`config.mk`:
```
export PLATFORM = sky130hd
export DESIGN_NAME = executeStage
export DESIGN_NICKNAME = d
export VERILOG_FILES = /design/src/design/cpuPkg.sv /design/src/design/executeStage.sv
export SDC_FILE = /design/constraint.sdc
export NUM_CORES = 1
export LEC_CHECK = 0
export BUFFER_PORTS_ARGS = -buffer_cell sky130_fd_sc_hd__buf_2
export CORE_MARGIN = 2
export CORE_UTILIZATION = 50
export CTS_CLUSTER_SIZE = 28
export DETAILED_ROUTE_END_ITERATION = 16
export GPL_TIMING_DRIVEN = 0
export PLACE_DENSITY_LB_ADDON = 0.08
export REMOVE_ABC_BUFFERS = 1
export SLEW_MARGIN = 20
export SYNTH_ARGS = -nofsm -noshare
export SYNTH_HDL_FRONTEND = slang
export SYNTH_SLANG_ARGS = --single-unit
```
`constraint.sdc`:
```
create_clock -name clk -period 6.5 [get_ports clk]
set_input_delay 1.3 -clock clk [delete_from_list [all_inputs] [get_ports clk]]
set_output_delay 1.3 -clock clk [all_outputs]
set_load 0.005 [all_outputs]
```
`src/design/cpuPkg.sv`:
```
`default_nettype none

package cpuPkg;

	// main opcodes, only the ones this core decodes
	typedef enum logic [5:0]
	{
		OP_RTYPE = 6'h00,
		OP_ADDI  = 6'h08,
		OP_LW    = 6'h23,
		OP_SW    = 6'h2b
	} opcode_t;

	// r-type funct field
	typedef enum logic [5:0]
	{
		FN_SLL = 6'h00,
		FN_ADD = 6'h20,
		FN_SUB = 6'h22,
		FN_AND = 6'h24,
		FN_OR  = 6'h25,
		FN_SLT = 6'h2a
	} funct_t;

	// alu operation select
	typedef enum logic [3:0]
	{
		ALU_AND = 4'b0000,
		ALU_OR  = 4'b0001,
		ALU_ADD = 4'b0010,
		ALU_SUB = 4'b0110,
		ALU_SLT = 4'b0111,
		ALU_SLL = 4'b1000
	} aluOp_t;

	// main control class for alu control
	localparam logic [1:0] ALUOP_ADD   = 2'b00; // address calc and addi
	localparam logic [1:0] ALUOP_RTYPE = 2'b10; // look at funct

	typedef enum logic [1:0]
	{
		FWD_NONE  = 2'b00,
		FWD_EXMEM = 2'b01,
		FWD_MEMWB = 2'b10
	} fwdSel_t;

	typedef struct packed
	{
		opcode_t    opcode;
		logic [4:0] rs;
		logic [4:0] rt;
		logic [4:0] rd;
		logic [4:0] shamt;
		funct_t     funct;
	} rType_t;

	typedef struct packed
	{
		opcode_t     opcode;
		logic [4:0]  rs;
		logic [4:0]  rt;
		logic [15:0] imm;
	} iType_t;

	// same word, two field layouts
	typedef union packed
	{
		rType_t rType;
		iType_t iType;
	} instr_t;

	typedef struct packed
	{
		logic       regWrite;
		logic       regDst;   // 1 = rd, 0 = rt
		logic       aluSrc;   // 1 = immediate
		logic       memRead;
		logic       memWrite;
		logic       memToReg;
		logic [1:0] aluOp;
	} ctrl_t;

	typedef struct packed
	{
		ctrl_t       ctrl;
		instr_t      instr;
		logic [31:0] rsData;
		logic [31:0] rtData;
		logic [31:0] immExt;
	} decoded_t;

	typedef struct packed
	{
		ctrl_t       ctrl;
		logic [4:0]  writeReg;
		logic [4:0]  rt;        // store source, for the lw/sw forward check
		logic [31:0] aluResult;
		logic [31:0] storeData;
	} exMem_t;

	typedef struct packed
	{
		logic        valid;   // regWrite and not r0
		logic [4:0]  regAddr;
		logic [31:0] data;
	} wb_t;

	localparam logic [31:0] NOP_WORD = 32'h0000_0000; // sll r0,r0,0

endpackage

`default_nettype wire

```
`src/design/executeStage.sv`:
```
`timescale 1ns/10ps
`default_nettype none

module executeStage (
	input  wire                    clk,
	input  wire                    rst,
	input  wire  cpuPkg::decoded_t decoded,
	input  wire  cpuPkg::fwdSel_t  fwdRs,
	input  wire  cpuPkg::fwdSel_t  fwdRt,
	input  wire  [31:0]            memWbData,
	output cpuPkg::decoded_t       exDecoded,
	output cpuPkg::exMem_t         exMem
);

	import cpuPkg::*;

	decoded_t    idEx;     // ID/EX register
	aluOp_t      aluSel;
	logic [31:0] rsFwd;    // operands after forwarding
	logic [31:0] rtFwd;
	logic [31:0] opB;
	logic [31:0] aluResult;
	logic [4:0]  writeReg;

	function automatic logic [31:0] fwdMux(input fwdSel_t sel, input logic [31:0] regVal);
		case (sel)
			FWD_EXMEM: return exMem.aluResult;
			FWD_MEMWB: return memWbData;
			default:   return regVal;
		endcase
	endfunction

	always_ff @(posedge clk)
	begin
		if (rst)
		begin
			idEx.ctrl  <= '0;
			idEx.instr <= NOP_WORD;
		end
		else
			idEx <= decoded; // stall bubble already has ctrl cleared
	end

	assign exDecoded = idEx;

	always_comb
	begin
		rsFwd = fwdMux(fwdRs, idEx.rsData);
		rtFwd = fwdMux(fwdRt, idEx.rtData);
		opB   = idEx.ctrl.aluSrc ? idEx.immExt : rtFwd;
	end

	// alu control
	always_comb
	begin
		aluSel = ALU_ADD; // lw, sw, addi
		if (idEx.ctrl.aluOp == ALUOP_RTYPE)
		begin
			case (idEx.instr.rType.funct)
				FN_ADD:  aluSel = ALU_ADD;
				FN_SUB:  aluSel = ALU_SUB;
				FN_AND:  aluSel = ALU_AND;
				FN_OR:   aluSel = ALU_OR;
				FN_SLT:  aluSel = ALU_SLT;
				FN_SLL:  aluSel = ALU_SLL;
				default: aluSel = ALU_ADD;
			endcase
		end
	end

	always_comb
	begin
		case (aluSel)
			ALU_ADD: aluResult = rsFwd + opB;
			ALU_SUB: aluResult = rsFwd - opB;
			ALU_AND: aluResult = rsFwd & opB;
			ALU_OR:  aluResult = rsFwd | opB;
			ALU_SLT: aluResult = {31'd0, $signed(rsFwd) < $signed(opB)};
			ALU_SLL: aluResult = opB << idEx.instr.rType.shamt; // rt shifted
			default: aluResult = 32'd0;
		endcase
	end

	assign writeReg = idEx.ctrl.regDst ? idEx.instr.rType.rd : idEx.instr.rType.rt;

	// EX/MEM register
	always_ff @(posedge clk)
	begin
		if (rst)
			exMem.ctrl <= '0;
		else
			exMem <= '{ctrl: idEx.ctrl, writeReg: writeReg, rt: idEx.instr.iType.rt,
				aluResult: aluResult, storeData: rtFwd};
	end

endmodule

`default_nettype wire

```
After elaboration in Yosys (flattened, before gate mapping)
Index checks and enable logic that the tools add are counted.
- add/sub/neg operators: 2
- multiply operators: 0
- div/mod/pow operators: 0
- $lt $le $gt $ge: 1
- eq/ne operators: 14
- shift operators: 1
- mux-type cells: 7
- bitwise gates (word level): 2
- reduce and logical (&&, ||, !) cells: 2
- operator list (operator ; number):
    $pmux W32 S6 ; 1
    $pmux W32 S2 ; 2
    $add A32 B32 Y32 ; 1
    $and A32 B32 Y32 ; 1
    $lt A32 B32 Y1 ; 1
    $mux W32 ; 1
    $or A32 B32 Y32 ; 1
    $shl A32 B5 Y32 ; 1
    $sub A32 B32 Y32 ; 1
    $eq A6 B6 Y1 const B ; 4
    $pmux W4 S5 ; 1
    $eq A4 B3 Y1 const B ; 2
    $eq A2 B2 Y1 const B ; 3
    $logic_not A6 Y1 ; 1
    $mux W5 ; 1
    $eq A2 B1 Y1 const B ; 2
    $eq A4 B1 Y1 const B ; 1
    $eq A4 B2 Y1 const B ; 1
    $eq A4 B4 Y1 const B ; 1
    $logic_not A4 Y1 ; 1
    $mux W4 ; 1
- bits in registers: 218
- latch bits: 0
- memory bits (writable): 0
- memory bits (read-only): 0
- input bits: 174
- output and inout port bits: 218
- memories: 0

Depth between registers and ports, before layout
- word-level depth: 5
- mapped depth: 19

Worst setup path after synthesis
No wires, ideal clock.
- path type: in2reg
- from: input port fwdRt[0]
- to: register exMem[58] (netlist bit), data pin
- library setup time: 0.280 ns
- arrival: 5.086 ns
- data required time: 6.220 ns
- setup slack: 1.134 ns
- stages on the path: 18
- cell sequence: inv_1 -> ha_1 -> buf_2 -> buf_2 -> nor2b_1 -> o31ai_1 -> ha_1 -> inv_1 -> fa_1 -> a21o_1 -> a21o_1 -> a211oi_1 -> nor2_1 -> o21ai_1 -> o211a_1 -> mux2i_1 -> a2111oi_0 -> o211ai_1
- word-level cells in the longest chain between the ends: 5
- RTL lines (item ; line ; RTL):
    start, declared ; executeStage.sv:9 ; input wire cpuPkg::fwdSel_t fwdRt,
    $eq A2 B2 Y1 / $eq A2 B1 Y1 (equally long branches) ; executeStage.sv:26 ; case (sel)
    $pmux W32 S2 * ; executeStage.sv:26 ;
    $mux W32 * ; executeStage.sv:50 ; opB = idEx.ctrl.aluSrc ? idEx.immExt : rtFwd;
    $sub A32 B32 Y32, or another cell as far along ; executeStage.sv:75 ; ALU_SUB: aluResult = rsFwd - opB;
    $pmux W32 S6 * ; executeStage.sv:73 ; case (aluSel)
    named net aluResult[26] ; executeStage.sv:22 ; logic [31:0] aluResult;
    end signal, assigned ; executeStage.sv:92 ; exMem <= '{ctrl: idEx.ctrl, writeReg: writeReg, rt: idEx.instr.iType.rt,
    end, declared ; executeStage.sv:12 ; output cpuPkg::exMem_t exMem
Mark *: on every way through the listed nets, which the timed path passes. The rest lies on a longest branch.
A chain may end at the register's enable or synchronous reset.

Worst setup path in the final report
Same ends and word-level chain as after synthesis.

==> parameters.txt <==
Parameter                              Value

Detailed routing
  Residual DRC    0
  Drt via density    6.19
  Via Count    14921
  Detailed Routing Iterations Pass 1    6
  Drt wl/cell    23.6 µm
  Antenna Violating Nets Remaining    0
  Violation count after the first detailed-routing iteration    1719
  Total wire length    56.8 mm

Die
  Standard-cell row count    64
  Height of the die    180 µm
  Starting density of the core    50.6%
  Die Footprint    32400 µm²
  Top Ports    392
  Core Area    30600 µm²
  Chip Width    180 µm

Synth
  Register area share after synthesis    39.2%
  Yosys top cell area share    33.0%
  Number of synthesized flops with an enable pin    170
  Top FF cell, synth    sky130_fd_sc_hd__edfxtp_1
  Largest area contributor in the netlist    sky130_fd_sc_hd__edfxtp_1
  Average cell area after synthesis    9.25 µm²
  Cell count after synthesis    1675
  Dominant cells by area after synthesis    sky130_fd_sc_hd__edfxtp_1 33%, sky130_fd_sc_hd__ha_1 8.5%, sky130_fd_sc_hd__dfxtp_1 6.2%
  Netlist cell types    83
  Most frequent cells after synthesis    170 x sky130_fd_sc_hd__edfxtp_1, 145 x sky130_fd_sc_hd__nand2_1, 144 x sky130_fd_sc_hd__o21ai_0
  Synthesis Warnings    0
  Seq cells post-synth    218
  Async S/R FF share, synth    0%
  Count leader, synth    sky130_fd_sc_hd__edfxtp_1
  Synthesized area    15500 µm²

Critical path
  Kind of end point of the critical path    flop
  Buffers and inverters on the worst path    4
  Category of the most critical setup path    input pin to flop
  Delay of the slowest cell on the worst path    0.58 ns
  Slowest cell on crit path    sky130_fd_sc_hd__a2111oi_1
  CP max FO    19
  Cell depth of the worst flop-to-flop path    14
  Cell breakdown of the critical path    buf_2 -> inv_1 -> ha_2 -> buf_16 -> a221oi_1 -> o31ai_2 -> ha_1 -> inv_1 -> fa_1 -> a21o_1 -> a21o_1 -> a211oi_2 -> nor2_1 -> o21ai_1 -> o211a_1 -> mux2i_1 -> a2111oi_1 -> o211ai_1
  Data arrival at the endpoint of the critical path    6.29 ns
  Gate family responsible for the most delay along the worst path    compound AO/OA/AOI/OAI gates
  Req. time, crit path    6.71 ns
  CP Launch Type    input pin
  WP depth    18

Timing
  Worst rel slew slack    20.5%
  Setup violations, final    0
  Fmax    0.165 GHz
  Post-route setup slack    0.423 ns
  Final worst clock skew    0.0336 ns
  RSZ-0062 raised after global routing    no
  Slew @ Worst Pin    1.18 ns
  Max-slew violation total from the final report    0
  Setup tns final    0 ns
  Fin crit share    93.5%
  Number of failing hold endpoints at the final stage    0
  Min cycle time layout    6.08 ns

GRT
  GRT Util Overall    33.6%
  Maximum number of pins on one net before global-route repair    97
  Global-route wire length before repair    85.0 mm
  Via count of the first global-routing pass    13992
  Initial antenna violation count    0
  Final global-route overflow total    0

Layout
  Final cell area excluding filler cells    18700 µm²
  Multi-input gate area in the final layout    8530 µm²
  Area growth from synthesis to final layout    20.5%
  Antenna cells    0
  Share of cells above drive strength 1    26.5%
  Number of nets in the layout    2279
  Area taken by flip-flops and latches    6080 µm²
  Number of fill cells    2640

Power and ir drop
  Switching portion of total power    36.7%
  Power density relative to cell area    275 nW/µm²
  Peak supply drop    0.306 mV
  Net switching component of the power    0.00189 W
  Internal power contribution    0.00325 W
  Relative contribution of sequential cells to total power    35.3%
  Leak    8.00 nW
  Combinational cell fraction of total power    36.8%
  Clock network power share    28.0%
  Post-route total power    0.00514 W

CTS
  Cts bufs inserted    25
  Clock transition at the registers of the reported paths    0.06 ns
  # hold bufs at CTS    0
  CTS tree    done
  H-tree depth reported by CTS    1
  Setup bufs post-CTS    0
  CTS Root Cell    sky130_fd_sc_hd__clkbuf_16
  Clk Latency, worst-skew pair    0.57 ns
  Largest buffer count on any clock path    3
  Clock tree sinks    218

Placement
  Half-perimeter wire length of the detailed placement result    43.2 mm
  Cell Area, Placed    17800 µm²
  Routability-driven placement congestion ratio    1.00
  Pre-CTS setup slack    -0.606 ns
  Port Buffers    391

Flow run
  # Max-Cap Violations    0

Min path
  Kind of path behind the tightest hold check    flop to flop
  Depth of the worst hold-timing path    0

Run status
  Status    finished, final reports clean
==> power by group through the flow <==
stage | clock network (W) | logic, W | registers [W]
finish | 0.00144 | 0.00189 | 0.00181
global route | 0.00150 | 0.00205 | 0.00183
CTS | 0.00146 | 0.00184 | 0.00181
detailed placement | 0 | 0.00183 | 0.00184
global placement | 0 | 0.00179 | 0.00186
floorplan | 0 | 0.00114 | 0.00184
==> cell families after synthesis <==
family | Yosys count | synth area share (%)
xor gates and xnor gates | 2 | 0.113
adders and majority gates | 107 | 8.74
AOI/OAI and AO/OA | 543 | 23.6
DFF | 218 | 39.2
muxes | 103 | 7.66
buffers and inverters | 237 | 6.28
and+or+nand+nor | 465 | 14.5
==> per-stage QoR <==
stage                     utilization [%]  hold slack [ns]  instances
after floorplan                         -            0.450       1563
after global placement               57.0            0.428       2350
after detailed placement             58.3            0.438       2367
after CTS                            61.0            0.447       2411
after global routing                 61.0            0.453       2411
final                                61.0            0.446       2411
==> registers in the layout (all words and copies together) (netlist names) <==
signal     count
exDecoded    136
exMem         82
==> metal layers <==
metal / global-route usage (%) / wire length (µm) / up-vias
met4: 9.26 / 1660 / 0
met2: 51.4 / 24700 / 901
met5: 0 / 0 / -
met1: 48.4 / 24200 / 7071
met3: 6.99 / 6260 / 107
li1: - / - / 6842
==> repair_timing <==
action / CTS / global route
gates resized for setup: 1 / 3
endpoints found under the hold margin: 0 / 0
setup endpoints to repair: 1 / 1
==> layout by cell type (no fill, tap or decap), types with 17 or more instances in the layout <==
cell,instances
sky130_fd_sc_hd__a22o_1,18
sky130_fd_sc_hd__a22oi_1,49
sky130_fd_sc_hd__a21oi_1,93
sky130_fd_sc_hd__a221o_1,18
sky130_fd_sc_hd__clkbuf_16,26
sky130_fd_sc_hd__o21ai_0,144
sky130_fd_sc_hd__dfxtp_1,42
sky130_fd_sc_hd__ha_1,101
sky130_fd_sc_hd__o211ai_1,19
sky130_fd_sc_hd__a211oi_1,24
sky130_fd_sc_hd__buf_2,395
sky130_fd_sc_hd__edfxtp_1,170
sky130_fd_sc_hd__nor2b_1,76
sky130_fd_sc_hd__nor2_1,117
sky130_fd_sc_hd__nor3_1,30
sky130_fd_sc_hd__nand2_1,144
sky130_fd_sc_hd__mux2_2,34
sky130_fd_sc_hd__a21o_1,20
sky130_fd_sc_hd__a221oi_1,25
sky130_fd_sc_hd__inv_1,122
sky130_fd_sc_hd__mux2i_1,60
sky130_fd_sc_hd__o31ai_1,17
==> path summary, 6_finish.rpt <==
| path | from | endpoint | slack [ns] |
|---|---|---|---|
| max reg2reg | exDecoded[133] | exMem[58] | 1.39 |
| max | fwdRt[0] | exMem[58] | 0.42 |
| min reg2reg | exDecoded[113] | exMem[65] | 0.45 |
| min | exDecoded[113] | exMem[65] | 0.45 |
==> cell type report <==
| class | count | share of cell area (%) |
|---|---|---|
| multi-input combinational | 1220 | 45.7 |
| sequential | 218 | 32.6 |
| timing repair buffer | 408 | 12.1 |
| clock buffer | 28 | 3.52 |
| tap | 396 | 2.65 |
| inverter | 125 | 2.57 |
| clock inverter | 16 | 0.891 |
Power figures use the tool's default switching activity.
