$ cat src/design/cpuPkg.sv
`default_nettype none

package cpuPkg;

	// main opcodes, only the ones this core decodes
	typedef enum logic [5:0]
	{
		OP_RTYPE = 6'h00,
		OP_ADDI  = 6'h08,
		OP_LW    = 6'h23,
		OP_SW    = 6'h2b
	} opcode_t;

	// r-type funct field
	typedef enum logic [5:0]
	{
		FN_SLL = 6'h00,
		FN_ADD = 6'h20,
		FN_SUB = 6'h22,
		FN_AND = 6'h24,
		FN_OR  = 6'h25,
		FN_SLT = 6'h2a
	} funct_t;

	// alu operation select
	typedef enum logic [3:0]
	{
		ALU_AND = 4'b0000,
		ALU_OR  = 4'b0001,
		ALU_ADD = 4'b0010,
		ALU_SUB = 4'b0110,
		ALU_SLT = 4'b0111,
		ALU_SLL = 4'b1000
	} aluOp_t;

	// main control class for alu control
	localparam logic [1:0] ALUOP_ADD   = 2'b00; // address calc and addi
	localparam logic [1:0] ALUOP_RTYPE = 2'b10; // look at funct

	typedef enum logic [1:0]
	{
		FWD_NONE  = 2'b00,
		FWD_EXMEM = 2'b01,
		FWD_MEMWB = 2'b10
	} fwdSel_t;

	typedef struct packed
	{
		opcode_t    opcode;
		logic [4:0] rs;
		logic [4:0] rt;
		logic [4:0] rd;
		logic [4:0] shamt;
		funct_t     funct;
	} rType_t;

	typedef struct packed
	{
		opcode_t     opcode;
		logic [4:0]  rs;
		logic [4:0]  rt;
		logic [15:0] imm;
	} iType_t;

	// same word, two field layouts
	typedef union packed
	{
		rType_t rType;
		iType_t iType;
	} instr_t;

	typedef struct packed
	{
		logic       regWrite;
		logic       regDst;   // 1 = rd, 0 = rt
		logic       aluSrc;   // 1 = immediate
		logic       memRead;
		logic       memWrite;
		logic       memToReg;
		logic [1:0] aluOp;
	} ctrl_t;

	typedef struct packed
	{
		ctrl_t       ctrl;
		instr_t      instr;
		logic [31:0] rsData;
		logic [31:0] rtData;
		logic [31:0] immExt;
	} decoded_t;

	typedef struct packed
	{
		ctrl_t       ctrl;
		logic [4:0]  writeReg;
		logic [4:0]  rt;        // store source, for the lw/sw forward check
		logic [31:0] aluResult;
		logic [31:0] storeData;
	} exMem_t;

	typedef struct packed
	{
		logic        valid;   // regWrite and not r0
		logic [4:0]  regAddr;
		logic [31:0] data;
	} wb_t;

	localparam logic [31:0] NOP_WORD = 32'h0000_0000; // sll r0,r0,0

endpackage

`default_nettype wire

$ cat src/design/hazardUnit.sv
`timescale 1ns/10ps
`default_nettype none

module hazardUnit (
	input  wire  cpuPkg::instr_t   idInstr,   // IF/ID
	input  wire  cpuPkg::decoded_t exDecoded, // ID/EX
	input  wire  cpuPkg::exMem_t   exMem,
	input  wire  cpuPkg::wb_t      memWb,
	output logic                   stall,
	output cpuPkg::fwdSel_t        fwdRs,
	output cpuPkg::fwdSel_t        fwdRt,
	output logic                   storeFwd
);

	import cpuPkg::*;

	logic [4:0] loadDst;  // rt of the load in EX
	logic       usesRt;   // rt is an alu source in ID
	logic       rsHit;
	logic       rtHit;

	// younger EX/MEM result wins over MEM/WB
	function automatic fwdSel_t pickFwd(input logic [4:0] src);
		if (exMem.ctrl.regWrite && exMem.writeReg != 5'd0 && exMem.writeReg == src)
			return FWD_EXMEM;
		else if (memWb.valid && memWb.regAddr == src)
			return FWD_MEMWB; // valid already excludes r0
		else
			return FWD_NONE;
	endfunction

	// load-use: one bubble, then MEM/WB forward covers it
	// sw data in rt is caught later by storeFwd, so only r-type counts rt
	always_comb
	begin
		loadDst = exDecoded.instr.iType.rt;
		usesRt  = (idInstr.rType.opcode == OP_RTYPE);
		rsHit   = (loadDst == idInstr.rType.rs);
		rtHit   = usesRt && (loadDst == idInstr.rType.rt);
		stall   = exDecoded.ctrl.memRead && (loadDst != 5'd0) && (rsHit || rtHit);
	end

	always_comb
	begin
		fwdRs = pickFwd(exDecoded.instr.rType.rs);
		fwdRt = pickFwd(exDecoded.instr.rType.rt);
	end

	// lw then sw of same reg, load data arrives one stage late
	always_comb
	begin
		storeFwd = exMem.ctrl.memWrite && memWb.valid && (memWb.regAddr == exMem.rt);
	end

endmodule

`default_nettype wire

$ cat config.mk
export PLATFORM = sky130hd
export DESIGN_NAME = hazardUnit
export DESIGN_NICKNAME = d
export VERILOG_FILES = /design/src/design/cpuPkg.sv /design/src/design/hazardUnit.sv
export SDC_FILE = /design/constraint.sdc
export NUM_CORES = 1
export LEC_CHECK = 0
export ABC_AREA = 0
export BUFFER_PORTS_ARGS = -buffer_cell sky130_fd_sc_hd__buf_2
export CELL_PAD_IN_SITES_DETAIL_PLACEMENT = 0
export CELL_PAD_IN_SITES_GLOBAL_PLACEMENT = 1
export CORE_AREA = 2 2 116 118
export DETAILED_ROUTE_END_ITERATION = 8
export DIE_AREA = 0 0 118 120
export GPL_ROUTABILITY_DRIVEN = 0
export PLACE_DENSITY = 0.94
export SYNTH_ARGS = -nofsm -noshare
export SYNTH_HDL_FRONTEND = slang
export SYNTH_SLANG_ARGS = --single-unit
$ cat constraint.sdc
create_clock -name vclk -period 2
set_input_delay 0.6 -clock vclk [all_inputs]
set_output_delay 0.6 -clock vclk [all_outputs]
set_load 0.02 [all_outputs]
-- Yosys cells after proc, flatten, opt, wreduce, memory -nomap -nowiden
Cells that the tools add are included.
- register bits after elaboration: 0
- input bits: 288
- word-level logic and storage cells: 25
- equality and inequality tests: 7
- multiplexer cells: 4
- reduce and logical (&&, ||, !) cells: 14
- operator list (cell ; count):
    5-bit == test ; 7
    1-bit logical AND ; 10
    5-bit nonzero test ; 2
    2-bit two-way mux ; 4
    6-bit logical NOT ; 1
    1-bit logical OR ; 1

-- Longest topological paths before layout
Gate-level depths: netlist (run 1).
- word-level depth: 4
- depth in mapped cells: 5

-- Worst setup path before layout (run 1)
Ideal clock, no wire load.
- path type: input -> output
- from: input port exDecoded[114] in the netlist's numbering
- to: output port fwdRt[1]
- data arrival time: 2.023 ns
- data required time: 1.400 ns
- path slack: -0.623 ns
- stages: 5
- path buffers: 1
- cell sequence: clkbuf_1 > xnor2_1 > nand3_1 > nor4_1 > nor2_1
- cells in the longest elaborated chain, start to end: 4
- ends and longest elaborated chain (element ; RTL line ; text):
    from (decl) ; hazardUnit.sv:6 ; input wire cpuPkg::decoded_t exDecoded,
    5-bit == test ; hazardUnit.sv:26 ; else if (memWb.valid && memWb.regAddr == src)
    1-bit logical AND ; hazardUnit.sv:26 ;
    2-bit two-way mux ; hazardUnit.sv:26 ;
    2-bit two-way mux (*) ; hazardUnit.sv:24 ; if (exMem.ctrl.regWrite && exMem.writeReg != 5'd0 && exMem.writeReg == src)
    to (decl) ; hazardUnit.sv:11 ; output cpuPkg::fwdSel_t fwdRt,
Every way passes the cells marked *; elsewhere a longest branch is shown, timed or not.

-- Worst setup path after layout (run 1)
- from: input port exMem[70] in the netlist's numbering
- to: output port fwdRs[1]
- cells in the longest elaborated chain, start to end: 4
- ends and longest elaborated chain (element ; RTL line ; text):
    from (decl) ; hazardUnit.sv:7 ; input wire cpuPkg::exMem_t exMem,
    5-bit nonzero test ; hazardUnit.sv:24 ;
    1-bit logical AND ; hazardUnit.sv:24 ;
    1-bit logical AND (*) ; hazardUnit.sv:24 ;
    2-bit two-way mux (*) ; hazardUnit.sv:24 ;
    to (decl) ; hazardUnit.sv:10 ; output cpuPkg::fwdSel_t fwdRs,
Marks and branches as above.

==> metrics.yaml, run 1 <==
cp-start-kind: "input pin"
syn_area_per_cell_um2: 7.17
grt_use_total_pct: 3.61
synth.area.top_cells: "xor2_1, xnor2_1, nor4_1, nand3_1, clkbuf_1"
wl_per_cell_um: 8.86
period_minus_slack_ns: 2.31
cap_viol_max_count: 0
yosysTopAreaCell: "xor2_1"
worst_pin_slew_ns: 0.291
placed_cell_area_um2: 1130
grt_pass1_vias: 665
dr_wl_met2_um: 1120
final_common_cell: "buf_2"
path_max_fanout: 2
final_cell_mix: "buf_2, xor2_1, buf_4"
p_clk_share_pct: 0
cp_num_buf_inv: 2
violations: "setup timing"
antenna_left: 0
finish.utilization_pct: 10.0
yosysSeqAreaShare_pct: 0
top_layer: "met3"
dr.pass1.iters: 2
grt_max_degree: 6
p_leak_nw: 0.504
initial_utilization_pct: 3.54
finalWorstSetupSlack_ns: -0.312
dr_wl_met3_um: 305
crit_family: "simple AND/OR/NAND/NOR gates"
power_mw: 0.224
antenna_found_initial: 0
die_area_um2: 14200
swShare_pct: 43.5
timing.final.crit_share_pct: 116
p_comb_share_pct: 100.0
ff_latch_area_um2: 0
route.detailed.drc: 0
synthDistinctLibCells: 12
p_per_area_nw_per_um2: 172
drv_slew: 0
die_y_um: 120
stdcell_count: 303
worstPathRequired_ns: 1.40
rsz0062_at_grt: "true"
seq_cells: 0
cp-end-kind: "primary output"
wl_met1_um: 1260
hold_violations: 0
critical_path_class: "input pin to primary output"
core_um2: 13000
fin_nets: 417
finalSetupViolations: 5
syn_nets: 352
hold_slack_ns: 1.53
num_vias: 654
hold_path.class: "input pin to primary output"
area_growth_pct: 183
drive_above_1_share_pct: 68.5
critPathArrivalTime_ns: 1.71
routed_wl_um: 2690
num_antenna_cells: 0
pwr-share-seq_pct: 0
finish.instance_area_um2: 1300
pin_count: 294
status: "finished, violations left"
cp_slowest_stage_delay_ns: 0.53
synth_area_um2: 459
ctsHoldBuffers: 0
synth_cells: 64
vdd_ir_drop_max_v: 0.0000553
crit_chain: "buf_6 -> or4_4 -> o21ai_4 -> nor4_4 -> nor2_4 -> buf_6"
dp.cells: 301
place_ws_ns: -0.403
fin_setup_tns_ns: -1.36
die_w_um: 118
grt_pass1_wl_um: 3920
slew_headroom_pct: 80.5
io_buffer_count: 51
p_sw_mw: 0.0973
fmax_mhz: 432
n_fill_cell: 1523
crit_slowest_cell: "or4_4"
power.internal_mw: 0.126
clock_buffers: 0
critPathMostFrequentCell: "buf_6"
overflow: 0
place_hpwl_um: 2450
num_rows: 42
synth_top_area_share_pct: 38.1
yosysWarnings: 0
drt_iter0_markers: 16
vias_per_cell: 2.16
power groups by stage:
stage          registers, mW  logic, mW  clock network [mW]
2_1_floorplan              0      0.101                   0
3_3_place_gp               0      0.188                   0
3_5_place_dp               0      0.192                   0
4_1_cts                    0      0.217                   0
5_1_grt                    0      0.242                   0
6_report                   0      0.224                   0
cell usage after synthesis:
cell type	instances
xnor2_1	15
nand3_1	7
nor4_1	6
nor3_1	2
nor2_1	3
o21ai_2	1
xor2_1	20
o21ai_1	1
nand4_1	1
or4_1	2
a21oi_1	1
clkbuf_1	5
metal layers:
| metal | vias up | track usage (%) |
|---|---|---|
| met3 | 0 | 1.71 |
| met4 | 0 | 0 |
| met2 | 30 | 5.49 |
| met1 | 282 | 4.94 |
| met5 | - | 0 |
| li1 | 342 | - |
timing repair:
action,4_1_cts,5_1_grt
pin swaps,12,9
endpoints found under the setup margin,5,5
cloned,0,0
gates resized for setup,27,10
buffers inserted,2,0
final timing paths:
kind | startpoint | to | slack (ns) | cells past startpoint
setup / recovery | exMem[70] | fwdRs[1] | -0.31 | 6
hold / removal | exDecoded[132] | stall | 1.53 | 4
cells by family after synthesis:
| logic type | share of synthesized area [%] |
|---|---|
| xor+xnor | 66.8 |
| simple gates | 25.1 |
| buf+inv | 4.09 |
| compound gates | 4.09 |
final cells by class:
| type | count | area, um^2 | share of cell area, % |
|---|---|---|---|
| multi-input cells | 59 | 592 | 45.6 |
| well taps | 176 | 220 | 17.0 |
| repair buffers | 68 | 487 | 37.5 |
Note: power is estimated with default switching activity, not from simulation.
==> run 2: changes to the inputs <==
--- a/config.mk
+++ b/config.mk
@@ -7,12 +7,14 @@
 export LEC_CHECK = 0
 export ABC_AREA = 0
 export BUFFER_PORTS_ARGS = -buffer_cell sky130_fd_sc_hd__buf_2
+export CAP_MARGIN = 20
 export CELL_PAD_IN_SITES_DETAIL_PLACEMENT = 0
 export CELL_PAD_IN_SITES_GLOBAL_PLACEMENT = 1
 export CORE_AREA = 2 2 116 118
 export DETAILED_ROUTE_END_ITERATION = 8
 export DIE_AREA = 0 0 118 120
 export GPL_ROUTABILITY_DRIVEN = 0
+export MAX_ROUTING_LAYER = met4
 export PLACE_DENSITY = 0.94
 export SYNTH_ARGS = -nofsm -noshare
 export SYNTH_HDL_FRONTEND = slang
==> metrics.yaml, run 2 (synthesis results as in run 1) <==
pin_count: 294  # unchanged
hold_slack_ns: 1.53  # unchanged
grt_max_degree: 6  # unchanged
drive_above_1_share_pct: 68.5  # unchanged
seq_cells: 0  # unchanged
worstPathRequired_ns: 1.40  # about the same
grt_use_total_pct: 3.70  # was 3.61%
multi_input_area_um2: 592  # unchanged
drv_slew: 0  # unchanged
core_um2: 13000  # unchanged
period_minus_slack_ns: 2.31  # unchanged
num_antenna_cells: 0  # unchanged
cp-end-kind: "primary output"  # unchanged
power_mw: 0.224  # about the same
initial_utilization_pct: 3.54  # unchanged
rsz0062_at_grt: "true"  # unchanged
vias_per_cell: 2.16  # about the same
final_cell_mix: "buf_2, xor2_1, buf_4"  # unchanged
antenna_found_initial: 0  # unchanged
die_y_um: 120  # unchanged
whs_path_depth: 4  # unchanged
timing.final.crit_share_pct: 116  # unchanged
routed_wl_um: 2680  # was 2690 um
p_leak_nw: 0.504  # unchanged
hold_path.class: "input pin to primary output"  # unchanged
final_common_cell: "buf_2"  # unchanged
dp.cells: 301  # unchanged
die_area_um2: 14200  # unchanged
path_max_fanout: 2  # unchanged
cp-start-kind: "input pin"  # unchanged
finish.utilization_pct: 10.0  # unchanged
finalWorstSetupSlack_ns: -0.312  # unchanged
place_hpwl_um: 2450  # unchanged
die_w_um: 118  # unchanged
overflow: 0  # unchanged
ff_latch_area_um2: 0  # unchanged
critPathArrivalTime_ns: 1.71  # about the same
stdcell_count: 303  # unchanged
slew_headroom_pct: 80.5  # unchanged
hp-start: "exDecoded[132]"  # unchanged
worst_pin_slew_ns: 0.291  # unchanged
vdd_ir_drop_max_v: 0.0000559  # was 0.0000553 V
io_buffer_count: 51  # unchanged
status: "finished, violations left"  # unchanged
area_growth_pct: 183  # unchanged
hold_end: "stall"  # unchanged
fin_setup_tns_ns: -1.36  # about the same
fin_nets: 417  # unchanged
drt_iter0_markers: 12  # was 16
route.detailed.drc: 0  # unchanged
dr.pass1.iters: 2  # unchanged
hold_violations: 0  # unchanged
grt_pass1_wl_um: 3910  # was 3920 um
p_per_area_nw_per_um2: 172  # about the same
violations: "setup timing"  # unchanged
cap_viol_max_count: 0  # unchanged
finalSetupViolations: 5  # unchanged
worstSetupStartpoint: "exMem[70]"  # unchanged
fmax_mhz: 432  # unchanged
clock_buffers: 0  # unchanged
critical_path_class: "input pin to primary output"  # unchanged
antenna_left: 0  # unchanged
wl_per_cell_um: 8.83  # was 8.86 um
grt_pass1_vias: 669  # was 665
num_vias: 653  # was 654
n_fill_cell: 1523  # unchanged
num_rows: 42  # unchanged
-- run 2: cell counts in the layout (fill, tap and decap cells not counted) --
No cell type changed its count.
-- run 2: how the worst max path moves through the flow --
stage,slack (ns),cells after the start,endpoint
CTS,-0.32,6,fwdRs[1]
detailed placement,-0.40,6,fwdRs[1]
floorplan,-0.19,4,fwdRs[1]
finish,-0.31,6,fwdRs[1]
global route,-0.36,6,fwdRs[1]
global placement,-0.39,6,fwdRs[1]
-- run 2: layout make-up --
class                      instances  share of cell area, %
tap                              176                   17.0
timing repair buffer              68                   37.5
multi-input combinational         59                   45.6
-- run 2: worst max-delay path, stage by stage --
cell     delay (ns)
buf_6          0.09
or4_4          0.53
o21ai_4        0.21
nor4_4         0.07
nor2_4         0.09
buf_6          0.12
-- run 2: layer usage --
metal	GRT usage (%)	share of wire [%]	up-vias
met5	-	0	-
met3	1.81	12	0
li1	-	-	342
met4	0	0	0
met2	5.52	42	30
met1	4.82	46	281
-- run 2: through the flow --
stage                     setup WS [ns]  cell area [um^2]
after floorplan                  -0.189               599
after global placement           -0.391              1130
after detailed placement         -0.403              1130
after CTS                        -0.324              1250
after global routing             -0.357              1300
final                            -0.312              1300
-- run 2: power breakdown --
group	total (mW)	switching, mW	internal, mW
clock	0	0	0
sequential	0	0	0
combinational	0.224	0.0971	0.126
total	0.224	0.0971	0.126
-- run 2: timing repair --
item                       CTS  global route
setup endpoints to repair    5             5
buffers inserted             2             0
cloned                       0             0
hold buffers                 0             0
resized for setup           27            10
pin swaps                   12             9
