<file path="config.mk">
export PLATFORM = sky130hd
export DESIGN_NAME = fetchDecode
export DESIGN_NICKNAME = d
export VERILOG_FILES = /design/src/design/cpuPkg.sv /design/src/design/fetchDecode.sv
export SDC_FILE = /design/constraint.sdc
export NUM_CORES = 1
export LEC_CHECK = 0
export ABC_AREA = 1
export BUFFER_PORTS_ARGS = -buffer_cell sky130_fd_sc_hd__buf_2
export CORE_AREA = 2 2 120 122
export CTS_BUF_LIST = sky130_fd_sc_hd__clkbuf_8
export CTS_CLUSTER_DIAMETER = 200
export DETAILED_ROUTE_END_ITERATION = 12
export DIE_AREA = 0 0 122 124
export GPL_TIMING_DRIVEN = 0
export PLACE_DENSITY = 0.62
export SETUP_SLACK_MARGIN = 0.5
export SLEW_MARGIN = 15
export SYNTH_ARGS = -nofsm -noshare
export SYNTH_HDL_FRONTEND = slang
export SYNTH_SLANG_ARGS = --single-unit
</file>
<file path="constraint.sdc">
create_clock -name clk -period 1.75 [get_ports clk]
set_input_delay 0.35 -clock clk [delete_from_list [all_inputs] [get_ports clk]]
set_output_delay 0.35 -clock clk [all_outputs]
set_load 0.05 [all_outputs]
</file>
<file path="src/design/cpuPkg.sv">
`default_nettype none

package cpuPkg;

	// main opcodes, only the ones this core decodes
	typedef enum logic [5:0]
	{
		OP_RTYPE = 6'h00,
		OP_ADDI  = 6'h08,
		OP_LW    = 6'h23,
		OP_SW    = 6'h2b
	} opcode_t;

	// r-type funct field
	typedef enum logic [5:0]
	{
		FN_SLL = 6'h00,
		FN_ADD = 6'h20,
		FN_SUB = 6'h22,
		FN_AND = 6'h24,
		FN_OR  = 6'h25,
		FN_SLT = 6'h2a
	} funct_t;

	// alu operation select
	typedef enum logic [3:0]
	{
		ALU_AND = 4'b0000,
		ALU_OR  = 4'b0001,
		ALU_ADD = 4'b0010,
		ALU_SUB = 4'b0110,
		ALU_SLT = 4'b0111,
		ALU_SLL = 4'b1000
	} aluOp_t;

	// main control class for alu control
	localparam logic [1:0] ALUOP_ADD   = 2'b00; // address calc and addi
	localparam logic [1:0] ALUOP_RTYPE = 2'b10; // look at funct

	typedef enum logic [1:0]
	{
		FWD_NONE  = 2'b00,
		FWD_EXMEM = 2'b01,
		FWD_MEMWB = 2'b10
	} fwdSel_t;

	typedef struct packed
	{
		opcode_t    opcode;
		logic [4:0] rs;
		logic [4:0] rt;
		logic [4:0] rd;
		logic [4:0] shamt;
		funct_t     funct;
	} rType_t;

	typedef struct packed
	{
		opcode_t     opcode;
		logic [4:0]  rs;
		logic [4:0]  rt;
		logic [15:0] imm;
	} iType_t;

	// same word, two field layouts
	typedef union packed
	{
		rType_t rType;
		iType_t iType;
	} instr_t;

	typedef struct packed
	{
		logic       regWrite;
		logic       regDst;   // 1 = rd, 0 = rt
		logic       aluSrc;   // 1 = immediate
		logic       memRead;
		logic       memWrite;
		logic       memToReg;
		logic [1:0] aluOp;
	} ctrl_t;

	typedef struct packed
	{
		ctrl_t       ctrl;
		instr_t      instr;
		logic [31:0] rsData;
		logic [31:0] rtData;
		logic [31:0] immExt;
	} decoded_t;

	typedef struct packed
	{
		ctrl_t       ctrl;
		logic [4:0]  writeReg;
		logic [4:0]  rt;        // store source, for the lw/sw forward check
		logic [31:0] aluResult;
		logic [31:0] storeData;
	} exMem_t;

	typedef struct packed
	{
		logic        valid;   // regWrite and not r0
		logic [4:0]  regAddr;
		logic [31:0] data;
	} wb_t;

	localparam logic [31:0] NOP_WORD = 32'h0000_0000; // sll r0,r0,0

endpackage

`default_nettype wire

</file>
<file path="src/design/fetchDecode.sv">
`timescale 1ns/10ps
`default_nettype none

module fetchDecode (
	input  wire                    clk,
	input  wire                    rst,
	input  wire                    stall,
	input  wire  cpuPkg::instr_t   imemData,
	input  wire  [31:0]            rsData,
	input  wire  [31:0]            rtData,
	output logic [31:0]            imemAddr,
	output cpuPkg::instr_t         idInstr,
	output logic [4:0]             rsAddr,
	output logic [4:0]             rtAddr,
	output cpuPkg::decoded_t       decoded
);

	import cpuPkg::*;

	logic [31:0] pc;
	instr_t      ifId;   // IF/ID instruction
	ctrl_t       ctrl;
	logic [31:0] immExt;

	// pc and IF/ID hold together on a stall
	always_ff @(posedge clk)
	begin
		if (rst)
		begin
			pc   <= 32'd0;
			ifId <= NOP_WORD;
		end
		else if (!stall)
		begin
			pc   <= pc + 32'd4; // no branches, straight-line fetch
			ifId <= imemData;
		end
	end

	assign imemAddr = pc;
	assign idInstr  = ifId;
	assign rsAddr   = ifId.rType.rs;
	assign rtAddr   = ifId.rType.rt;

	// main control
	always_comb
	begin
		ctrl = '0; // also the bubble
		if (!stall)
		begin
			case (ifId.rType.opcode)
				OP_RTYPE:
				begin
					ctrl.regWrite = 1'b1;
					ctrl.regDst   = 1'b1;
					ctrl.aluOp    = ALUOP_RTYPE;
				end
				OP_ADDI:
				begin
					ctrl.regWrite = 1'b1;
					ctrl.aluSrc   = 1'b1;
				end
				OP_LW:
				begin
					ctrl.regWrite = 1'b1;
					ctrl.aluSrc   = 1'b1;
					ctrl.memRead  = 1'b1;
					ctrl.memToReg = 1'b1;
				end
				OP_SW:
				begin
					ctrl.aluSrc   = 1'b1;
					ctrl.memWrite = 1'b1;
				end
				default: ctrl = '0; // unknown opcode acts as nop
			endcase
		end
	end

	assign immExt = {{16{ifId.iType.imm[15]}}, ifId.iType.imm};

	assign decoded = '{ctrl: ctrl, instr: ifId, rsData: rsData, rtData: rtData,
		immExt: immExt};

endmodule

`default_nettype wire

</file>
-- After elaboration in Yosys (flattened, before gate mapping)
Cells that the tools add are included.
- flip-flop bits (word level): 64
- bits of input ports: 99
- logic and storage cells: 16
- reductions and logical operators: 3
- multiplexer cells: 7
- equality and inequality tests: 3
- add/subtract/negate cells: 1
- operators by type and width (kind ; number):
    $add 32x3->32 const B ; 1
    $eq 6x6->1 const B ; 2
    $mux 8 ; 1
    $eq 6x4->1 const B ; 1
    $logic_not 6->1 ; 1
    $reduce_or 3->1 ; 2
    $mux 1 ; 5
    $mux 2 ; 1

-- Depth between registers and ports, before layout
Gate-level depths: netlist (run 1).
- depth after elaboration: 4
- mapped depth: 8
- depth with buffers taken out: 8

-- Worst setup path after synthesis (run 1)
No wires, ideal clock.
- path type: register -> output
- start point: register ifId (netlist bit idInstr[31])
- end point: output decoded[133] (netlist bit)
- stages on the path, launching flop included: 5
- setup slack: -0.882 ns
- data arrival time: 2.282 ns
- path buffers: 0
- cells stage by stage: dfxtp_1 nand4_1 nor2_1 nor2_1 o21ai_0
- RTL lines (item ; line ; RTL):
    from (decl) ; fetchDecode.sv:21 ; instr_t ifId;
    from (signal assigned) ; fetchDecode.sv:36 ; ifId <= imemData;
    to (decl) ; fetchDecode.sv:15 ; output cpuPkg::decoded_t decoded

==> impl_metrics.tcl, run 1 <==
set metrics [dict create \
    status "finished with violations" \
    failed_checks "setup timing" \
    final_layout_size_suffix_gt1_frac 0.708 \
    io_buffers 241 \
    fin_nets 965 \
    die_h_um 124 \
    fin_hold_viols 0 \
    root_buffer "sky130_fd_sc_hd__clkbuf_8" \
    synth_top_cell_by_area "sky130_fd_sc_hd__dfxtp_1" \
    maxSlewHeadroom 0.633 \
    dieWidth_um 122 \
    number_of_global_route_vias_before_repair 4376 \
    dp_hpwl_mm 9.36 \
    synth.yosys.warnings 0 \
    drt_pre_antenna_iters 4 \
    initial_cell_density_of_the_core 0.283 \
    area_growth_syn_to_layout_pct 119 \
    netlist_instances 552 \
    regToRegEndpoint "imemAddr[12]" \
    critical_path.max_stage_delay_ns 0.39 \
    dr_total_vias 4589 \
    timing.setup.critical_path_class "reg -> out" \
    setup_viol_count_final 5 \
    path_type_of_the_worst_min_delay_path "in -> reg" \
    power.switching_fraction 0.390 \
    finalWorstPathRequiredPeriod_ns 1.88 \
    cell_types_with_the_largest_area_share_after_synthesis "sky130_fd_sc_hd__dfxtp_1 32%, sky130_fd_sc_hd__buf_4 28%, sky130_fd_sc_hd__nor2_1 11%" \
    ff2ff_setup_slack_ns 0.29 \
    fin_tns_setup_ns -0.426 \
    post-route-worst-setup-slack_ns -0.131 \
    cellLeakagePower_uw 0.00391 \
    cap_violations 0 \
    pins_over_slew_limit 0 \
    slowest_stage "sky130_fd_sc_hd__dfxtp_4" \
    viasPerCell 4.37 \
    finish.instance_area_um2 8490 \
    hold_start "imemData[14]" \
    grt_first_pass_wirelength_mm 22.7 \
    start_kind "flop" \
    hold_end "idInstr[14]" \
    grt_usage 0.194 \
    iteration_0_drc_count_of_the_detailed_router 254 \
    hold_depth 3 \
    post_layout_nonfiller_instances 1050 \
    finalClockSkew_ns 0.00652 \
    placed_cells 975 \
    internal-power_uw 3190 \
    power.switching_uw 2040 \
    wire_per_inst_um 15.3 \
    maximum_number_of_pins_on_one_net_before_global_route_repair 12 \
    critPathArrivalTime_ns 1.53 \
    overflow 0 \
    placement_rows 43 \
    post_synth.cell_area_avg_um2 7.03 \
    gpl.final_weighted_congestion 0.842 \
    clk_path_buf_depth 2 \
    worstPathMaxFanout 5 \
    max-vdd-ir-drop_mv 0.357 \
    fin_worst_hold_slack_ns 0.213 \
    post-route-period-util 1.07 \
    layout_commonest_cell "sky130_fd_sc_hd__buf_8" \
    clkSinkCount 62 \
    critPathMostFrequentCell "sky130_fd_sc_hd__nor2_4" \
    placement.cell_area_um2 5570 \
    finalWirelength_mm 16.0 \
    coreArea_um2 13700 \
    antenna_left 0 \
    fmaxAchievable_mhz 532 \
    netlist.area_leader.share 0.320 \
    synth.distinct_cells 26 \
    clock_latency_ns 0.35 \
    power.share.combinational 0.441 \
    yosysSeqAreaShare 0.320 \
    path_clk_slew_ns 0.07 \
    worst_r2r_startpoint "imemAddr[3]" \
    ys_ff_latch 62 \
    dieArea_um2 15100 \
    cts_hold_repair.buffers 0 \
    post_synth_instance_area_um2 3880 \
    p_seq_frac 0.291 \
    power_density_nw_per_um2 616 \
    insertedDiodeCount 0 \
    worstSetupEndpointType "output port" \
    tritoncts "yes" \
    top_level_ports 309 \
    grt_setup_unrepaired "true" \
    grt_antenna_before_repair 0 \
    cts-htree-levels 3 \
    cts_made_buffers 9 \
    cell_breakdown_of_the_critical_path "nand4_1 -> nor2_4 -> nor2_4 -> o21ai_4 -> buf_6" \
    drc 0 \
    worst_slew_pin_slew_ns 0.550 \
    power_frac_clock 0.268 \
    reg2reg_depth 7 \
    layout_common_cells "133 x sky130_fd_sc_hd__buf_8, 104 x sky130_fd_sc_hd__buf_6, 101 x sky130_fd_sc_hd__buf_2" \
    critical_path_required_ns 1.40 \
]
-- flip-flops by register name, indices dropped and copies added (netlist names) --
name      cells
idInstr      32
imemAddr     30
-- area by class of cell --
class	count	area [um2]
Fill cell	1069	5230
Multi-Input combinational cell	302	1780
Sequential cell	62	1470
Timing Repair Buffer	300	3250
Clock inverter	7	87.6
Clock buffer	9	124
Tap cell	180	225
Inverter	34	140
Buffer	156	1410
-- worst max path at each step --
stage                            from      endpoint  cells after the start
after floorplan           idInstr[27]  decoded[133]                      4
after CTS                 idInstr[30]  decoded[133]                      5
after detailed placement        stall  decoded[133]                      7
after global routing      idInstr[26]  decoded[133]                      5
after global placement          stall  decoded[133]                      7
final                     idInstr[26]  decoded[133]                      5
-- what timing repair did --
action                     CTS  global route
pin swaps                   32            51
hold endpoints to repair     0             0
setup endpoints to repair  157           182
cloned                       2             0
resized for setup          573            91
buffers inserted            35            22
-- metrics by stage --
| step | util | power [uW] | worst slack (ns) |
|---|---|---|---|
| finish | 0.619 | 5230 | -0.131 |
| global route | 0.619 | 5420 | -0.191 |
| CTS | 0.584 | 5180 | -0.0349 |
| detailed placement | 0.406 | 3220 | -0.240 |
| global placement | 0.406 | 3210 | -0.251 |
| floorplan | - | 2890 | 0.0146 |
-- cell families after synthesis --
group                    count (synthesis)  share of synthesized area
AND/OR/NAND/NOR                        227                      0.260
buffers and inverters                  190                      0.323
AO/OA/AOI/OAI                           70                     0.0912
flip-flops                              62                      0.320
XOR/XNOR                                 1                    0.00226
adder cells (fa/ha/maj)                  1                    0.00322
other                                    1                   0.000966
-- cell usage after synthesis, drive strengths merged --
cell type and instances:
buf 148, nor2 131, nand2 65, dfxtp 62, o21ai 46, inv 34
nand3 24, a21oi 22, clkbuf 8, nand4 6, a211oi 1, a31oi 1
conb 1, ha 1, nor3 1, xor2 1
-- metal layers --
layer | wire (um) | share of wire | vias up | global-route usage
met2 | 8700 | 0.54 | 205 | 0.358
met3 | 1370 | 0.086 | 23 | 0.0774
met1 | 5690 | 0.36 | 2136 | 0.207
li1 | - | - | 2225 | -
met5 | 0 | 0 | - | 0
met4 | 258 | 0.016 | 0 | 0.0481
-- worst max-delay path, delay by kind of cell, from the launching register on --
kind | cells | cell delay, ns
buffers and inverters | 1 | 0.17
AND/OR/NAND/NOR | 3 | 0.55
AO/OA/AOI/OAI | 1 | 0.07
flip-flops | 1 | 0.39
-- power by group through the flow --
stage,sequential (uW),combinational (uW),clock [uW]
4_1_cts,1520,2210,1450
3_5_place_dp,1560,1660,0
2_1_floorplan,1730,1160,0
6_report,1520,2310,1400
3_3_place_gp,1550,1660,0
5_1_grt,1530,2390,1510
(Power assumes the default switching activity.)
==> inputs of run 2 (changes only) <==
--- a/config.mk
+++ b/config.mk
@@ -7,13 +7,13 @@
 export LEC_CHECK = 0
 export ABC_AREA = 1
 export BUFFER_PORTS_ARGS = -buffer_cell sky130_fd_sc_hd__buf_2
-export CORE_AREA = 2 2 120 122
+export CORE_AREA = 2 2 119 121
 export CTS_BUF_LIST = sky130_fd_sc_hd__clkbuf_8
 export CTS_CLUSTER_DIAMETER = 200
 export DETAILED_ROUTE_END_ITERATION = 12
-export DIE_AREA = 0 0 122 124
+export DIE_AREA = 0 0 121 123
 export GPL_TIMING_DRIVEN = 0
-export PLACE_DENSITY = 0.62
+export PLACE_DENSITY = 0.63
 export SETUP_SLACK_MARGIN = 0.5
 export SLEW_MARGIN = 15
 export SYNTH_ARGS = -nofsm -noshare
==> constraint.sdc (replaced) <==
create_clock -name clk -period 2.4 [get_ports clk]
set_input_delay 0.48 -clock clk [delete_from_list [all_inputs] [get_ports clk]]
set_output_delay 0.48 -clock clk [all_outputs]
set_load 0.05 [all_outputs]
==> impl_metrics.tcl, run 2 (synthesis results as in run 1) <==
set metrics [dict create \
    maximum_number_of_pins_on_one_net_before_global_route_repair 21 \
    finalWorstPathRequiredPeriod_ns 1.91 \
    dr_total_vias 4045 \
    max-vdd-ir-drop_mv 0.257 \
    drc 0 \
    start_kind "flop" \
    fmaxAchievable_mhz 524 \
    grt_usage 0.144 \
    critical_path_required_ns 1.92 \
    cap_violations 0 \
    fin_nets 910 \
    gpl.final_weighted_congestion 0.837 \
    fin_tns_setup_ns 0 \
    clock_latency_ns 0.36 \
    pins_over_slew_limit 0 \
    maxSlewHeadroom 0.653 \
    setup_viol_count_final 0 \
    drt_pre_antenna_iters 4 \
    iteration_0_drc_count_of_the_detailed_router 142 \
    area_growth_syn_to_layout_pct 46.5 \
    post-route-worst-setup-slack_ns 0.493 \
    status "finished, final reports clean" \
    place_worst_setup_slack_ns 0.247 \
    io_buffers 241 \
    fin_hold_viols 0 \
    cts_made_buffers 9 \
    fin_worst_hold_slack_ns 0.347 \
    critPathArrivalTime_ns 1.43 \
    largest_reg_flops 32 \
    finalClockSkew_ns 0.00546 \
    worst_slew_pin_slew_ns 0.521 \
    worstSetupEndpointType "output port" \
    viasPerCell 4.07 \
    overflow 0 \
    insertedDiodeCount 0 \
    grt_antenna_before_repair 0 \
    grt_setup_unrepaired "true" \
    worstPathMaxFanout 3 \
    layout_commonest_cell "sky130_fd_sc_hd__buf_2" \
    root_buffer "sky130_fd_sc_hd__clkbuf_8" \
    tritoncts "yes" \
    cellLeakagePower_uw 0.00306 \
    number_of_global_route_vias_before_repair 3293 \
    top_level_ports 309 \
    timing.setup.critical_path_class "reg -> out" \
    power_density_nw_per_um2 569 \
    clk_path_buf_depth 2 \
    post-route-period-util 0.794 \
    dieWidth_um 121 \
    clkSinkCount 62 \
    dieArea_um2 14900 \
    coreArea_um2 13600 \
    initial_cell_density_of_the_core 0.285 \
    path_type_of_the_worst_min_delay_path "in -> reg" \
    grt_first_pass_wirelength_mm 16.6 \
    final_layout_size_suffix_gt1_frac 0.547 \
    wire_per_inst_um 11.5 \
    path_clk_slew_ns 0.07 \
    cts-htree-levels 3 \
    placement_rows 43 \
    cts_hold_repair.buffers 0 \
    finalWirelength_mm 11.5 \
    die_h_um 123 \
    dp_hpwl_mm 9.33 \
    antenna_left 0 \
    layout_common_cells "238 x sky130_fd_sc_hd__buf_2, 147 x sky130_fd_sc_hd__buf_4, 112 x sky130_fd_sc_hd__nor2_1" \
]
[run 2: cell types whose count changed in the layout (fill, tap and decap cells not counted), sizes merged]
cell,before,now
buf,448,392
bufinv,2,1
clkbuf,17,18
clkinv,3,4
clkinvlp,1,2
inv,35,34
[run 2: cell type report]
cell class,instances,area (um2)
inverters,34,133
clock inverters,7,65.1
multi-input cells,302,1480
flip-flops and latches,62,1260
clock buffers,9,124
plain buffers,156,1130
repair buffers,245,1270
fillers,1454,7930
well taps,180,225
[run 2: routing by layer]
layer	wire, um	vias to the layer above	GRT usage
li1	-	2108	-
met1	4500	1744	0.164
met2	5790	183	0.253
met3	1040	10	0.0507
met4	124	0	0.0458
met5	0	-	0
[run 2: critical path: stages, from the launching register on]
cell                      delay [ns]
sky130_fd_sc_hd__dfxtp_4        0.35
sky130_fd_sc_hd__inv_2          0.05
sky130_fd_sc_hd__nand4_1        0.08
sky130_fd_sc_hd__buf_6          0.15
sky130_fd_sc_hd__nor2_4         0.12
sky130_fd_sc_hd__nor2_4         0.07
sky130_fd_sc_hd__o21ai_4        0.06
sky130_fd_sc_hd__buf_6          0.18
[run 2: final timing paths]
check,slack (ns),endpoint,cells after the start,from
setup reg to reg,0.75,imemAddr[20],8,imemAddr[3]
hold / removal,0.35,idInstr[16],3,imemData[16]
setup / recovery,0.49,decoded[133],7,idInstr[30]
hold reg to reg,0.50,imemAddr[6],2,imemAddr[6]
[run 2: metrics by stage]
step	std cells	util	cell area (um2)	power, uW
3_3_place_gp	975	0.396	5390	2340
6_report	995	0.418	5690	3240
3_5_place_dp	975	0.396	5390	2350
2_1_floorplan	554	-	3950	2110
5_1_grt	995	0.418	5690	3390
4_1_cts	995	0.416	5670	3280
[run 2: power breakdown]
part / internal (uW) / total [uW] / switching (uW)
clock network: 470 / 903 / 434
registers: 1070 / 1120 / 49.0
logic: 355 / 1220 / 860
[run 2: what timing repair did]
item	4_1_cts	5_1_grt
pin swaps	3	0
setup buffers	4	0
setup endpoints to repair	26	7
resized for setup	21	6
==> inputs of run 3 (changes only) <==
--- a/config.mk
+++ b/config.mk
@@ -13,7 +13,7 @@
 export DETAILED_ROUTE_END_ITERATION = 12
 export DIE_AREA = 0 0 121 123
 export GPL_TIMING_DRIVEN = 0
-export PLACE_DENSITY = 0.63
+export PLACE_DENSITY = 0.65
 export SETUP_SLACK_MARGIN = 0.5
 export SLEW_MARGIN = 15
 export SYNTH_ARGS = -nofsm -noshare
==> constraint.sdc (replaced) <==
create_clock -name clk -period 1.6 [get_ports clk]
set_input_delay 0.32 -clock clk [delete_from_list [all_inputs] [get_ports clk]]
set_output_delay 0.32 -clock clk [all_outputs]
set_load 0.05 [all_outputs]
==> impl_metrics.tcl, run 3 (synthesis results as in run 1) <==
set metrics [dict create \
    dieWidth_um 121 \
    worst_slew_pin_slew_ns 0.546 \
    io_buffers 241 \
    grt_usage 0.200 \
    placement.cell_area_um2 5680 \
    dieArea_um2 14900 \
    path_type_of_the_worst_min_delay_path "in -> reg" \
    post-route-util 0.625 \
    cts-htree-levels 3 \
    number_of_global_route_vias_before_repair 4407 \
    max-vdd-ir-drop_mv 0.297 \
    post-route-period-util 1.11 \
    area_growth_syn_to_layout_pct 119 \
    setup_viol_count_final 7 \
    die_h_um 123 \
    gpl.final_weighted_congestion 0.822 \
    dr_total_vias 4655 \
    power_density_nw_per_um2 649 \
    path_clk_slew_ns 0.08 \
    insertedDiodeCount 0 \
    layout_commonest_cell "sky130_fd_sc_hd__buf_8" \
    iteration_0_drc_count_of_the_detailed_router 263 \
    fmaxAchievable_mhz 561 \
    viasPerCell 4.42 \
    n_fill_cell 1032 \
    fin_hold_viols 0 \
    overflow 0 \
    dp_hpwl_mm 9.33 \
    finish.instance_area_um2 8510 \
    worstSetupEndpointType "output port" \
    post-route-worst-setup-slack_ns -0.184 \
    grt_antenna_before_repair 0 \
    critPathArrivalTime_ns 1.46 \
    coreArea_um2 13600 \
    status "finished with violations" \
    cap_violations 0 \
    tritoncts "yes" \
    pins_over_slew_limit 0 \
    finalWorstPathRequiredPeriod_ns 1.78 \
    maximum_number_of_pins_on_one_net_before_global_route_repair 11 \
    fin_nets 967 \
    place_worst_setup_slack_ns -0.314 \
    grt_first_pass_wirelength_mm 23.0 \
    final_layout_size_suffix_gt1_frac 0.711 \
    layout_common_cells "136 x sky130_fd_sc_hd__buf_8, 103 x sky130_fd_sc_hd__buf_6, 101 x sky130_fd_sc_hd__buf_4" \
    timing.setup.critical_path_class "reg -> out" \
    root_buffer "sky130_fd_sc_hd__clkbuf_8" \
    grt_setup_unrepaired "true" \
    initial_cell_density_of_the_core 0.285 \
    cellLeakagePower_uw 0.00400 \
    clk_path_buf_depth 2 \
    clkSinkCount 62 \
    fin_worst_hold_slack_ns 0.168 \
    start_kind "flop" \
    finalWirelength_mm 16.1 \
    drt_pre_antenna_iters 4 \
    wire_per_inst_um 15.3 \
    multi_input_area_um2 1840 \
    cts_made_buffers 9 \
    top_level_ports 309 \
    clock_latency_ns 0.37 \
    failed_checks "setup timing" \
    largest_reg_flops 32 \
    placement_rows 43 \
    worstPathMaxFanout 3 \
    drc 0 \
    critical_path_required_ns 1.28 \
    finalClockSkew_ns 0.0103 \
    layout.area.seq_um2 1470 \
    maxSlewHeadroom 0.636 \
    antenna_left 0 \
]
run 3: worst max-delay path: stages (launching register included):
cell                      delay (ns)
sky130_fd_sc_hd__dfxtp_4        0.36
sky130_fd_sc_hd__inv_4          0.06
sky130_fd_sc_hd__nand4_1        0.17
sky130_fd_sc_hd__nor2_4         0.20
sky130_fd_sc_hd__nor2_4         0.07
sky130_fd_sc_hd__o21ai_4        0.08
sky130_fd_sc_hd__buf_8          0.17
run 3: where the power goes:
part           internal (uW)  switching (uW)  leakage (uW)
combinational           1060            1450       0.00334
sequential              1550             118      0.000551
clock                    697             652      0.000105
total                   3300            2220       0.00400
run 3: what timing repair did:
action                     4_1_cts  5_1_grt
pin swaps                       32       34
resized for setup              579       56
setup buffers                   42       18
hold buffers                     0        0
gates cloned                     1        0
setup endpoints to repair      174      204
run 3: final timing paths:
check	to	start	depth (start not counted)	slack [ns]
worst max-delay path	decoded[135]	idInstr[30]	6	-0.18
worst min-delay path	idInstr[14]	imemData[14]	3	0.17
worst max register to register	imemAddr[30]	imemAddr[3]	8	0.20
worst min register to register	imemAddr[5]	imemAddr[5]	1	0.50
run 3: final cells by class:
type / count / share of cell area
Timing Repair Buffer: 302 / 0.380
Multi-Input combinational cell: 302 / 0.216
Sequential cell: 62 / 0.173
Buffer: 156 / 0.167
Tap cell: 180 / 0.0265
Inverter: 34 / 0.0168
Clock buffer: 9 / 0.0146
Clock inverter: 7 / 0.00676
run 3: metal layers:
layer	routed length, um	GRT usage
met2	8830	0.374
met1	5670	0.216
met5	0	0
met4	461	0.0807
met3	1100	0.0494
run 3: through the flow:
stage | total power (uW) | instances | setup TNS (ns)
final | 5520 | 1052 | -0.896
after global routing | 5740 | 1052 | -1.25
after CTS | 5450 | 1034 | -0.603
after detailed placement | 3510 | 975 | -1.07
after global placement | 3500 | 975 | -0.982
after floorplan | 3150 | 554 | -0.287
